## src/logic/lau_settings.svh

```systemverilog
`ifndef LAU_SETTINGS_SVH
`define LAU_SETTINGS_SVH

// default width of the carry-save multiplier words xs and xc
// keep it at or below the multiplicand width
`define LAU_WIDTH_X 8

// default width of the binary multiplicand y
`define LAU_WIDTH_Y 8

// default adder structure
`define LAU_SPEED lau_pkg::FAST

`endif

```

## src/logic/lau_pkg.sv

```systemverilog
package lau_pkg;

	// structure choice for the adders of the library
	// slow variants trade delay for area
	// fast variants use prefix carry networks and compressor trees
	typedef enum logic [1:0] {
		// ripple carry and linear compressor chain
		SLOW = 2'd0,
		// sklansky prefix carries and wallace tree
		FAST = 2'd1
	} speed_e;

endpackage

```

## src/logic/AddMulPPGenUns.sv

```systemverilog
`timescale 1ns/1ps

module AddMulPPGenUns #(
	// width of the carry-save multiplier words
	parameter int widthX = 8,
	// width of the multiplicand
	parameter int widthY = 8
) (
	input logic [widthX-1:0] xs,
	input logic [widthX-1:0] xc,
	input logic [widthY-1:0] y,
	// one product-wide row per multiplier digit, row 0 in the low slice
	output logic [widthX*(widthX+widthY)-1:0] pp
);

	// product width, also the width of every row
	localparam int widthP = widthX + widthY;

	// multiplicand zero-extended to the row width
	logic [widthP-1:0] yExt;

	assign yExt = widthP'(y);

	// brown's method
	// each bit pair of xs and xc forms one digit in 0..2
	// the digit selects zero, y or 2y at the weight of its position
	for (genvar i = 0; i < widthX; i++) begin : gRow
		// digit value as a 2-bit binary number
		logic [1:0] digit;
		// selected multiple of y, already shifted
		logic [widthP-1:0] row;

		// half adder on the bit pair gives the digit directly
		assign digit = {xs[i] & xc[i], xs[i] ^ xc[i]};

		always_comb begin
			case (digit)
				// y at weight i
				2'd1: row = yExt << i;
				// 2y at weight i, same as y at weight i+1
				2'd2: row = yExt << (i + 1);
				// zero digit, value 3 cannot occur
				default: row = '0;
			endcase
		end

		// bits shifted past the product width drop out here
		assign pp[i*widthP +: widthP] = row;
	end

endmodule

```

## src/logic/AddMopCsv.sv

```systemverilog
`timescale 1ns/1ps

module AddMopCsv #(
	// word width of every operand and of both results
	parameter int width = 16,
	// number of operands
	parameter int depth = 8,
	parameter lau_pkg::speed_e speed = lau_pkg::FAST
) (
	// operand k sits in slice k
	input logic [depth*width-1:0] a,
	output logic [width-1:0] s,
	output logic [width-1:0] c
);

	// operands left after one tree level
	// every full group of three turns into two words
	function automatic int nextCount(input int n);
		return 2 * (n / 3) + n % 3;
	endfunction

	// operands left after lvl tree levels
	function automatic int countAt(input int n, input int lvl);
		int rem;
		rem = n;
		for (int k = 0; k < lvl; k++) begin
			rem = nextCount(rem);
		end
		return rem;
	endfunction

	// tree levels needed to get down to two words
	function automatic int levelCount(input int n);
		int rem;
		int cnt;
		rem = n;
		cnt = 0;
		while (rem > 2) begin
			rem = nextCount(rem);
			cnt++;
		end
		return cnt;
	endfunction

	// one row of full adders
	// carry word in the upper half, sum word in the lower half
	function automatic logic [2*width-1:0] csa(
		input logic [width-1:0] x,
		input logic [width-1:0] y,
		input logic [width-1:0] z
	);
		logic [width-1:0] sum;
		logic [width-1:0] cry;
		sum = x ^ y ^ z;
		cry = (x & y) | (x & z) | (y & z);
		// carries move one place up, the top one is lost
		return {cry << 1, sum};
	endfunction

	localparam int levels = levelCount(depth);

	if (depth == 1) begin : gSingle
		// nothing to compress
		assign s = a[width-1:0];
		assign c = '0;
	end else if (speed == lau_pkg::SLOW) begin : gChain
		// running sum and carry after operand k has been added
		logic [width-1:0] runS [1:depth-1];
		logic [width-1:0] runC [1:depth-1];

		// first two operands start the chain as they are
		assign runS[1] = a[0 +: width];
		assign runC[1] = a[width +: width];

		// one compressor row per further operand
		for (genvar k = 2; k < depth; k++) begin : gStep
			assign {runC[k], runS[k]} = csa(runS[k-1], runC[k-1], a[k*width +: width]);
		end

		assign s = runS[depth-1];
		assign c = runC[depth-1];
	end else begin : gTree
		// words present at each level, unused slots tied low
		logic [width-1:0] lev [0:levels][0:depth-1];

		for (genvar k = 0; k < depth; k++) begin : gIn
			assign lev[0][k] = a[k*width +: width];
		end

		for (genvar l = 0; l < levels; l++) begin : gLevel
			localparam int nIn = countAt(depth, l);
			localparam int nGrp = nIn / 3;
			localparam int nOut = nextCount(nIn);

			// groups of three in parallel
			for (genvar g = 0; g < nGrp; g++) begin : gCsa
				assign {lev[l+1][2*g+1], lev[l+1][2*g]} =
					csa(lev[l][3*g], lev[l][3*g+1], lev[l][3*g+2]);
			end

			// leftover one or two words skip this level
			for (genvar k = 3 * nGrp; k < nIn; k++) begin : gPass
				assign lev[l+1][k-nGrp] = lev[l][k];
			end

			for (genvar k = nOut; k < depth; k++) begin : gIdle
				assign lev[l+1][k] = '0;
			end
		end

		assign s = lev[levels][0];
		assign c = lev[levels][1];
	end

endmodule

```

## src/logic/Add.sv

```systemverilog
`timescale 1ns/1ps

module Add #(
	// word width of operands and sum
	parameter int width = 16,
	parameter lau_pkg::speed_e speed = lau_pkg::FAST
) (
	input logic [width-1:0] a,
	input logic [width-1:0] b,
	// sum modulo 2**width
	output logic [width-1:0] s
);

	// depth of the prefix network
	localparam int levels = $clog2(width);

	// carry into each bit position, cy[width] is the carry out
	logic [width:0] cy;

	// no carry in
	assign cy[0] = 1'b0;

	if (speed == lau_pkg::SLOW) begin : gRipple
		// one majority gate per bit, carries ripple upward
		for (genvar i = 0; i < width; i++) begin : gBit
			assign cy[i+1] = (a[i] & b[i]) | (cy[i] & (a[i] ^ b[i]));
		end
	end else begin : gPrefix
		// group generate and propagate after each level
		logic [levels:0][width-1:0] gen;
		logic [levels:0][width-1:0] prp;

		// bitwise generate and propagate
		assign gen[0] = a & b;
		assign prp[0] = a ^ b;

		// sklansky tree
		// at level l the upper half of each 2**(l+1) block
		// joins the prefix of the last bit of the lower half
		for (genvar l = 0; l < levels; l++) begin : gLevel
			for (genvar i = 0; i < width; i++) begin : gBit
				if (((i >> l) & 1) == 1) begin : gOp
					// last bit of the lower half block
					localparam int j = ((i >> l) << l) - 1;

					assign gen[l+1][i] = gen[l][i] | (prp[l][i] & gen[l][j]);
					assign prp[l+1][i] = prp[l][i] & prp[l][j];
				end else begin : gBuf
					// prefix already complete for this level
					assign gen[l+1][i] = gen[l][i];
					assign prp[l+1][i] = prp[l][i];
				end
			end
		end

		// prefix generate of bits 0..i is the carry into bit i+1
		assign cy[width:1] = gen[levels];
	end

	// half sum plus incoming carry
	assign s = a ^ b ^ cy[width-1:0];

endmodule

```

## src/logic/AddMulUns.sv

```systemverilog
`timescale 1ns/1ps

module AddMulUns #(
	// width of xs and xc, at most widthY
	parameter int widthX = 8,
	// width of y
	parameter int widthY = 8,
	parameter lau_pkg::speed_e speed = lau_pkg::FAST
) (
	// multiplier in carry-save form
	input logic [widthX-1:0] xs,
	input logic [widthX-1:0] xc,
	// binary multiplicand
	input logic [widthY-1:0] y,
	// p = (xs + xc) * y, wraps if the sum overflows
	output logic [widthX+widthY-1:0] p
);

	// rows of the brown partial products
	logic [widthX*(widthX+widthY)-1:0] pp;
	// sum and carry words after compression
	logic [widthX+widthY-1:0] sumT;
	logic [widthX+widthY-1:0] cryT;

	// one row per carry-save digit
	AddMulPPGenUns #(
		.widthX(widthX),
		.widthY(widthY)
	) ppGen (
		.xs(xs),
		.xc(xc),
		.y (y),
		.pp(pp)
	);

	// widthX rows down to two words
	AddMopCsv #(
		.width(widthX + widthY),
		.depth(widthX),
		.speed(speed)
	) csvAdd (
		.a(pp),
		.s(sumT),
		.c(cryT)
	);

	// resolve the carry-save result
	Add #(
		.width(widthX + widthY),
		.speed(speed)
	) cpAdd (
		.a(sumT),
		.b(cryT),
		.s(p)
	);

endmodule

```

## src/logic/AddMulUnit.sv

```systemverilog
`timescale 1ns/1ps
`include "lau_settings.svh"

module AddMulUnit #(
	parameter int widthX = `LAU_WIDTH_X,
	parameter int widthY = `LAU_WIDTH_Y,
	parameter lau_pkg::speed_e speed = `LAU_SPEED
) (
	input logic clk,
	input logic arstN,
	// one-cycle pulse, operands valid with it
	input logic inStrobe,
	input logic [widthX-1:0] xs,
	input logic [widthX-1:0] xc,
	input logic [widthY-1:0] y,
	// one-cycle pulse two edges after the sampled inStrobe
	output logic outStrobe,
	output logic [widthX+widthY-1:0] product,
	// xs + xc did not fit in widthX bits
	output logic sumOverflow
);

	// operand register
	logic [widthX-1:0] xsReg;
	logic [widthX-1:0] xcReg;
	logic [widthY-1:0] yReg;
	// operand register holds a live operation
	logic stageValid;

	// combinational results of stage two
	logic [widthX+widthY-1:0] productComb;
	logic overflowComb;

	// operands only move on a strobe
	always_ff @(posedge clk) begin
		if (inStrobe) begin
			xsReg <= xs;
			xcReg <= xc;
			yReg <= y;
		end
	end

	always_ff @(posedge clk or negedge arstN) begin
		if (!arstN) begin
			stageValid <= 1'b0;
		end else begin
			stageValid <= inStrobe;
		end
	end

	// multiplier datapath between the two registers
	AddMulUns #(
		.widthX(widthX),
		.widthY(widthY),
		.speed (speed)
	) mulCore (
		.xs(xsReg),
		.xc(xcReg),
		.y (yReg),
		.p (productComb)
	);

	// carry out of xs + xc
	// happens exactly when xc exceeds the room left above xs
	assign overflowComb = xcReg > ~xsReg;

	// result register
	always_ff @(posedge clk or negedge arstN) begin
		if (!arstN) begin
			outStrobe <= 1'b0;
			product <= '0;
			sumOverflow <= 1'b0;
		end else begin
			outStrobe <= stageValid;
			// hold the last result between pulses
			if (stageValid) begin
				product <= productComb;
				sumOverflow <= overflowComb;
			end
		end
	end

endmodule

```

## config.mk

```make
export PLATFORM = sky130hd
export DESIGN_NAME = AddMulUnit
export DESIGN_NICKNAME = d
export VERILOG_FILES = /design/src/logic/lau_pkg.sv /design/src/logic/AddMulPPGenUns.sv /design/src/logic/AddMopCsv.sv /design/src/logic/Add.sv /design/src/logic/AddMulUns.sv /design/src/logic/AddMulUnit.sv
export VERILOG_INCLUDE_DIRS = /design/src /design/src/logic
export SDC_FILE = /design/constraint.sdc
export NUM_CORES = 1
export LEC_CHECK = 0
export BUFFER_PORTS_ARGS = -buffer_cell sky130_fd_sc_hd__buf_2
export CORE_MARGIN = 2
export CORE_UTILIZATION = 57
export DETAILED_ROUTE_END_ITERATION = 8
export PLACE_DENSITY = 0.79
export SKIP_CTS_REPAIR_TIMING = 1
export SLEW_MARGIN = 20
export SYNTH_ARGS = -nofsm -noshare
export SYNTH_HDL_FRONTEND = slang
export SYNTH_HIERARCHICAL = 1
export SYNTH_SLANG_ARGS = --single-unit
```

## constraint.sdc

```tcl
create_clock -name clk -period 4.6 [get_ports clk]
set_input_delay 0.92 -clock clk [delete_from_list [all_inputs] [get_ports clk]]
set_output_delay 0.92 -clock clk [all_outputs]
set_load 0.05 [all_outputs]
```

==> metrics.yaml, run 1 <==
outcome:
  outcome: "finished with violations"
  violations: "negative setup slack"
final_layout:
  drive_gt1_frac: 0.295
  area_growth_pct: 11.3
  diodes: 0
  nets: 865
worst_setup_path:
  crit_required_ps: 4790
  worst-setup-path-type: "flip-flop to flip-flop"
  path_max_fanout: 6
  cp-start-kind: "flip-flop"
  cp-end-kind: "flip-flop"
  arrival_ps: 4950
die:
  pin_count: 45
  start_util: 0.585
  core-area_um2: 10900
  die_w_um: 110
  die_area_um2: 12000
  rows: 38
  die_h_um: 110
sta:
  setup_tns_ps: -484
  tightestPinTransition_ps: 1050
  period_needed_ps: 4760
  worst_slack_ps: -160
  rsz0062_at_grt: "true"
  maxSlewHeadroom: 0.300
  max_clock_freq_ghz: 0.210
  clock_skew_ps: 17.5
  period_share: 1.03
  hold_viol_final: 0
  finalSetupViolCount: 6
  finalMaxSlewViolations: 0
global_route:
  grt_pass1_vias: 4466
  grt_first_pass_wirelength_mm: 19.5
  antenna_found_initial: 0
  gr-total-overflow: 0
  grt_max_degree: 26
  grt_usage: 0.207
yosys:
  synthTopCellsByArea: "fa_1 28%, edfxtp_1 11%, inv_1 8.4%"
  synth.cell_area_um2: 6370
  synth_top_area_cell: "fa_1"
  ys.flop_type: "edfxtp_1"
  yosysTopAreaCellShare: 0.283
  synth_area_per_cell_um2: 9.94
  synth-edff-count: 24
  synth_cells: 641
  yosysSeqAreaShare: 0.188
  synthArstFlopShare: 0.442
  synth_seq_cells: 43
  ys_types: 47
  ys_warn_count: 6
clocking:
  path_clk_slew_ps: 90
  cts_root_buffer: "clkbuf_8"
  cts_buffers: 5
  htreeDepth: 2
  cts.sinks: 43
  clock_latency_ps: 320
  cts_tree: "built"
  clock_path_buffers: 2
route:
  drt-initial-drc-count: 248
  via_count: 4207
  drt_pass1_iterations: 5
  drt_wl_total_mm: 11.9
  vias_per_cell: 4.96
  drc_errors: 0
  ant_nets: 0
  wl_per_cell_um: 14.0
hold_path:
  holdCritPathClass: "flip-flop to flip-flop"
placement:
  io_buffers: 44
  dp_hpwl_mm: 9.39
  place_congestion: 0.944
run:
  maxCapViolations: 0
## state kept, by name, summed over array words and instances, names as in the netlist
name,flops
yReg,8
sumOverflow,1
product,16
xsReg,8
xcReg,8
stageValid,1
outStrobe,1
## metal layers
metal	vias to the layer above	GRT usage	part of all wire	wire (µm)
met1	2078	0.260	0.42	4960
met2	109	0.370	0.53	6260
met5	-	0	0	0
met3	19	0.0296	0.035	417
met4	0	0.0624	0.021	254
li1	2001	-	-	-
## cells in the final DEF, fill, tap and decap left out, types with 3 or more instances in the layout
cell / count
inv_1: 131
fa_1: 86
nor2_1: 64
conb_1: 58
buf_4: 57
buf_2: 44
a22oi_1: 37
ha_1: 25
edfxtp_1: 24
a22oi_2: 19
dfrtp_1: 19
nand2_1: 12
ha_4: 12
inv_2: 12
xnor2_1: 10
mux2_4: 8
mux2_2: 8
and2_2: 8
clkbuf_8: 6
nor2_2: 6
a21oi_1: 5
a21o_1: 4
fa_2: 4
ha_2: 4
a211o_1: 3
xor2_1: 3
xnor3_1: 3
## critical path: stages (launching register included)
cell and delay (ps):
edfxtp_1 520, buf_4 220, a22oi_2 200, nor2_1 80, fa_1 490, fa_1 550, inv_1 50, fa_1 480
inv_1 50, fa_1 440, ha_2 200, a21oi_4 140, o21ai_2 80, and2_4 150, o21ai_2 100, nand2b_1 100
fa_2 360, xor2_1 180, mux2_4 260
## final timing paths
kind                                  from     endpoint  slack [ps]  depth (start not counted)
worst min register to register  product[1]   product[1]         510                          1
max in group asynchronous            arstN   product[9]        3710                          1
min in group asynchronous            arstN  product[10]         550                          1
worst max register to register     yReg[4]   product[9]        -160                         18
worst min-delay path            product[1]   product[1]         510                          1
worst max-delay path               yReg[4]   product[9]        -160                         18
## stage by stage
stage | hold slack [ps] | instance area [µm²] | util | cells | setup slack [ps]
after floorplan | 374 | 6590 | - | 697 | -17.2
after global placement | 486 | 6570 | 0.603 | 829 | -170
after detailed placement | 491 | 6570 | 0.603 | 829 | -266
after CTS | 509 | 6690 | 0.615 | 837 | -304
after global routing | 537 | 7090 | 0.652 | 848 | -327
final | 506 | 7090 | 0.652 | 848 | -160
## cell usage after synthesis (10+ instances only)
| library cell | instances |
|---|---|
| inv_1 | 143 |
| fa_1 | 90 |
| nor2_1 | 69 |
| buf_4 | 60 |
| a22oi_1 | 49 |
| ha_1 | 41 |
| edfxtp_1 | 24 |
| buf_6 | 19 |
| dfrtp_1 | 19 |
| nand2_1 | 14 |
| xnor2_1 | 11 |
| buf_2 | 10 |
## cell type report
cell class	instances	area, µm²
inverter	143	537
tap	140	175
multi-input combinational	412	4410
timing repair buffer	102	659
fill	828	3790
clock inverter	2	38.8
clock buffer	6	82.6
sequential	43	1200
## cells by family (layout without fill, tap and decap cells)
kind of cell               Yosys count  count (layout)  share of synthesized area
and+or+nand+nor                    102             102                     0.0695
muxes                               17              17                     0.0346
xor gates and xnor gates            18              18                     0.0324
AOI/OAI and AO/OA                   86              86                      0.106
DFF                                 43              43                      0.188
buffers and inverters              242             253                      0.205
other                                2              58                    0.00118
adders and majority gates          131             131                      0.363
Power of run 1 is not shown: default switching activity piles up to over one toggle a cycle in this logic, so the estimate is an artifact.
==> run 2, diff against run 1 <==
Settings changed: CORE_MARGIN 2 to 5, CORE_UTILIZATION 57 to 55, PLACE_DENSITY 0.79 to 0.78, SYNTH_HIERARCHICAL 1 to default.
==> run 2 against run 1 <==
Effect of this change:
- the run still ends with negative setup slack left
- core utilization is 2.7 points higher
- register-to-register slack better by 160 ps
- critical path depth is 1 lower
- worst hold slack hardly changed
- sequential cell count stayed put
- critical endpoint is now product[13]
- largest cell class unchanged
==> metrics.yaml, run 2 <==
final_layout:
  drive_gt1_frac: 0.357
  layout_common_cells: "50 x inv_1, 48 x a22oi_1, 47 x nor2_1, 47 x buf_4, 44 x buf_2"
  diodes: 0
  nets: 601
  largest_reg_flops: 16
  final_common_cell: "inv_1"
  area_growth_pct: 21.5
  top_register: "product"
yosys:
  yosysMostFrequentCell: "inv_1"
  synth_cells: 419
  yosysTopAreaCellShare: 0.214
  yosysSeqAreaShare: 0.278
  synth_seq_cells: 43
  ys_warn_count: 0
  ys.flop_type: "edfxtp_1"
  ys_types: 36
  synthArstFlopShare: 0.442
  synth.cell_area_um2: 4300
  synth_top_area_cell: "fa_1"
  synthTopCellsByArea: "fa_1 21%, edfxtp_1 17%, ha_1 13%"
  synth-edff-count: 24
  synthTopCellsByCount: "60 x inv_1, 56 x a22oi_1, 47 x nor2_1"
  syn_nets: 537
  synth_area_per_cell_um2: 10.3
sta:
  worst_slack_ps: -0.463
  period_needed_ps: 4600
  whs_ps: 506
  period_share: 1.00
  tightestPinTransition_ps: 912
  maxSlewHeadroom: 0.392
  max_clock_freq_ghz: 0.217
  rsz0062_at_grt: "true"
  hold_viol_final: 0
  finalMaxSlewViolations: 0
  finalSetupViolCount: 1
  clock_skew_ps: 3.99
worst_setup_path:
  path_delay_family: "adder cells"
  crit_slowest_cell: "fa_1"
  reg2reg_from: "xsReg[5]"
  cp_num_buf_inv: 4
  path_max_fanout: 7
  crit_top_cell: "fa_1"
  critPathMaxStageDelay_ps: 540
  arrival_ps: 4800
  cp-start-kind: "flip-flop"
  crit_required_ps: 4800
  cp_cell_sequence: "inv_1, ha_4, a22oi_2, nor2_1, fa_1, inv_1, fa_1, fa_1, inv_1, fa_1, ha_4, o211ai_1, o211ai_2, buf_4, a31oi_4, xnor2_1, mux2_2"
  worst-setup-path-type: "flip-flop to flip-flop"
  cp-end-kind: "flip-flop"
  crit_start: "xsReg[5]"
hold_path:
  holdCritPathClass: "flip-flop to flip-flop"
  min-delay-start: "product[13]"
global_route:
  grt_usage: 0.206
  antenna_found_initial: 0
  grt_max_degree: 26
  gr-total-overflow: 0
  grt_first_pass_wirelength_mm: 16.0
  grt_pass1_vias: 3388
route:
  drc_errors: 0
  wl_per_cell_um: 16.2
  via_count: 3328
  drt_pass1_iterations: 4
  vias_per_cell: 5.68
  drt_wl_total_mm: 9.47
  ant_nets: 0
  drt-initial-drc-count: 248
die:
  die_area_um2: 9680
  pin_count: 45
  die_w_um: 98.4
  die_h_um: 98.4
  start_util: 0.559
  rows: 32
  core-area_um2: 7690
outcome:
  violations: "negative setup slack"
  outcome: "finished with violations"
clocking:
  cts_buffers: 5
  cts_root_buffer: "clkbuf_8"
  cts.sinks: 43
  cts_tree: "built"
  clock_latency_ps: 300
  htreeDepth: 2
  path_clk_slew_ps: 90
  clock_path_buffers: 2
power:
  ir_worst_vdd_mv: 0.522
  total_power_mw: 3.58
  powerDensity_nw_per_um2: 685
  p_leak_nw: 2.46
run:
  maxCapViolations: 0
placement:
  dp_hpwl_mm: 7.12
  io_buffers: 44
  place_congestion: 0.899
==> run 2: logic make-up after synthesis <==
kind of cell,Yosys count,synth area share
buffers and inverters,94,0.0821
adder cells (fa/ha/maj),91,0.345
AND/OR/NAND/NOR,88,0.100
AO/OA/AOI/OAI,80,0.138
flip-flops,43,0.278
multiplexers,14,0.0373
XOR/XNOR,9,0.0183
==> run 2: layout make-up <==
type,count,area [µm²]
multi-input cells,282,3010
well taps,102,128
flip-flops and latches,43,1200
clock buffers,7,86.3
inverters,60,225
clock inverters,1,5.00
fillers,601,2470
repair buffers,91,573
==> run 2: layer usage <==
metal | global-route usage | share of wire | up-vias
met1 | 0.266 | 0.42 | 1682
met3 | 0.0279 | 0.045 | 23
met4 | 0.0725 | 0.025 | 0
li1 | - | - | 1528
met2 | 0.354 | 0.51 | 95
met5 | 0 | 0 | -
==> run 2: path summary, 6_finish.rpt <==
check | to | depth (start not counted) | slack (ps)
min | product[13] | 1 | 510
max in group asynchronous | sumOverflow | 1 | 3760
max | product[13] | 17 | -0.5
max reg2reg | product[13] | 17 | -0.5
min reg2reg | product[13] | 1 | 510
min in group asynchronous | product[6] | 1 | 540
==> run 2: power breakdown <==
group	leakage [nW]	internal [mW]	switching (mW)	total, mW
clock network	0.0482	0.121	0.139	0.261
registers	0.461	0.510	0.0515	0.561
logic	1.95	1.31	1.44	2.75
total	2.46	1.94	1.64	3.58
==> run 2: stage by stage <==
stage | setup TNS, ps | setup WS, ps | cells | area [µm²] | utilization
after global placement | -72.1 | -65.7 | 568 | 4810 | 0.626
after global routing | -575 | -186 | 586 | 5220 | 0.679
after floorplan | 0 | 8.56 | 419 | 4320 | -
after CTS | -531 | -233 | 576 | 4900 | 0.638
final | -0.463 | -0.463 | 586 | 5220 | 0.679
after detailed placement | -357 | -209 | 568 | 4810 | 0.626
(Power assumes the default switching activity.)
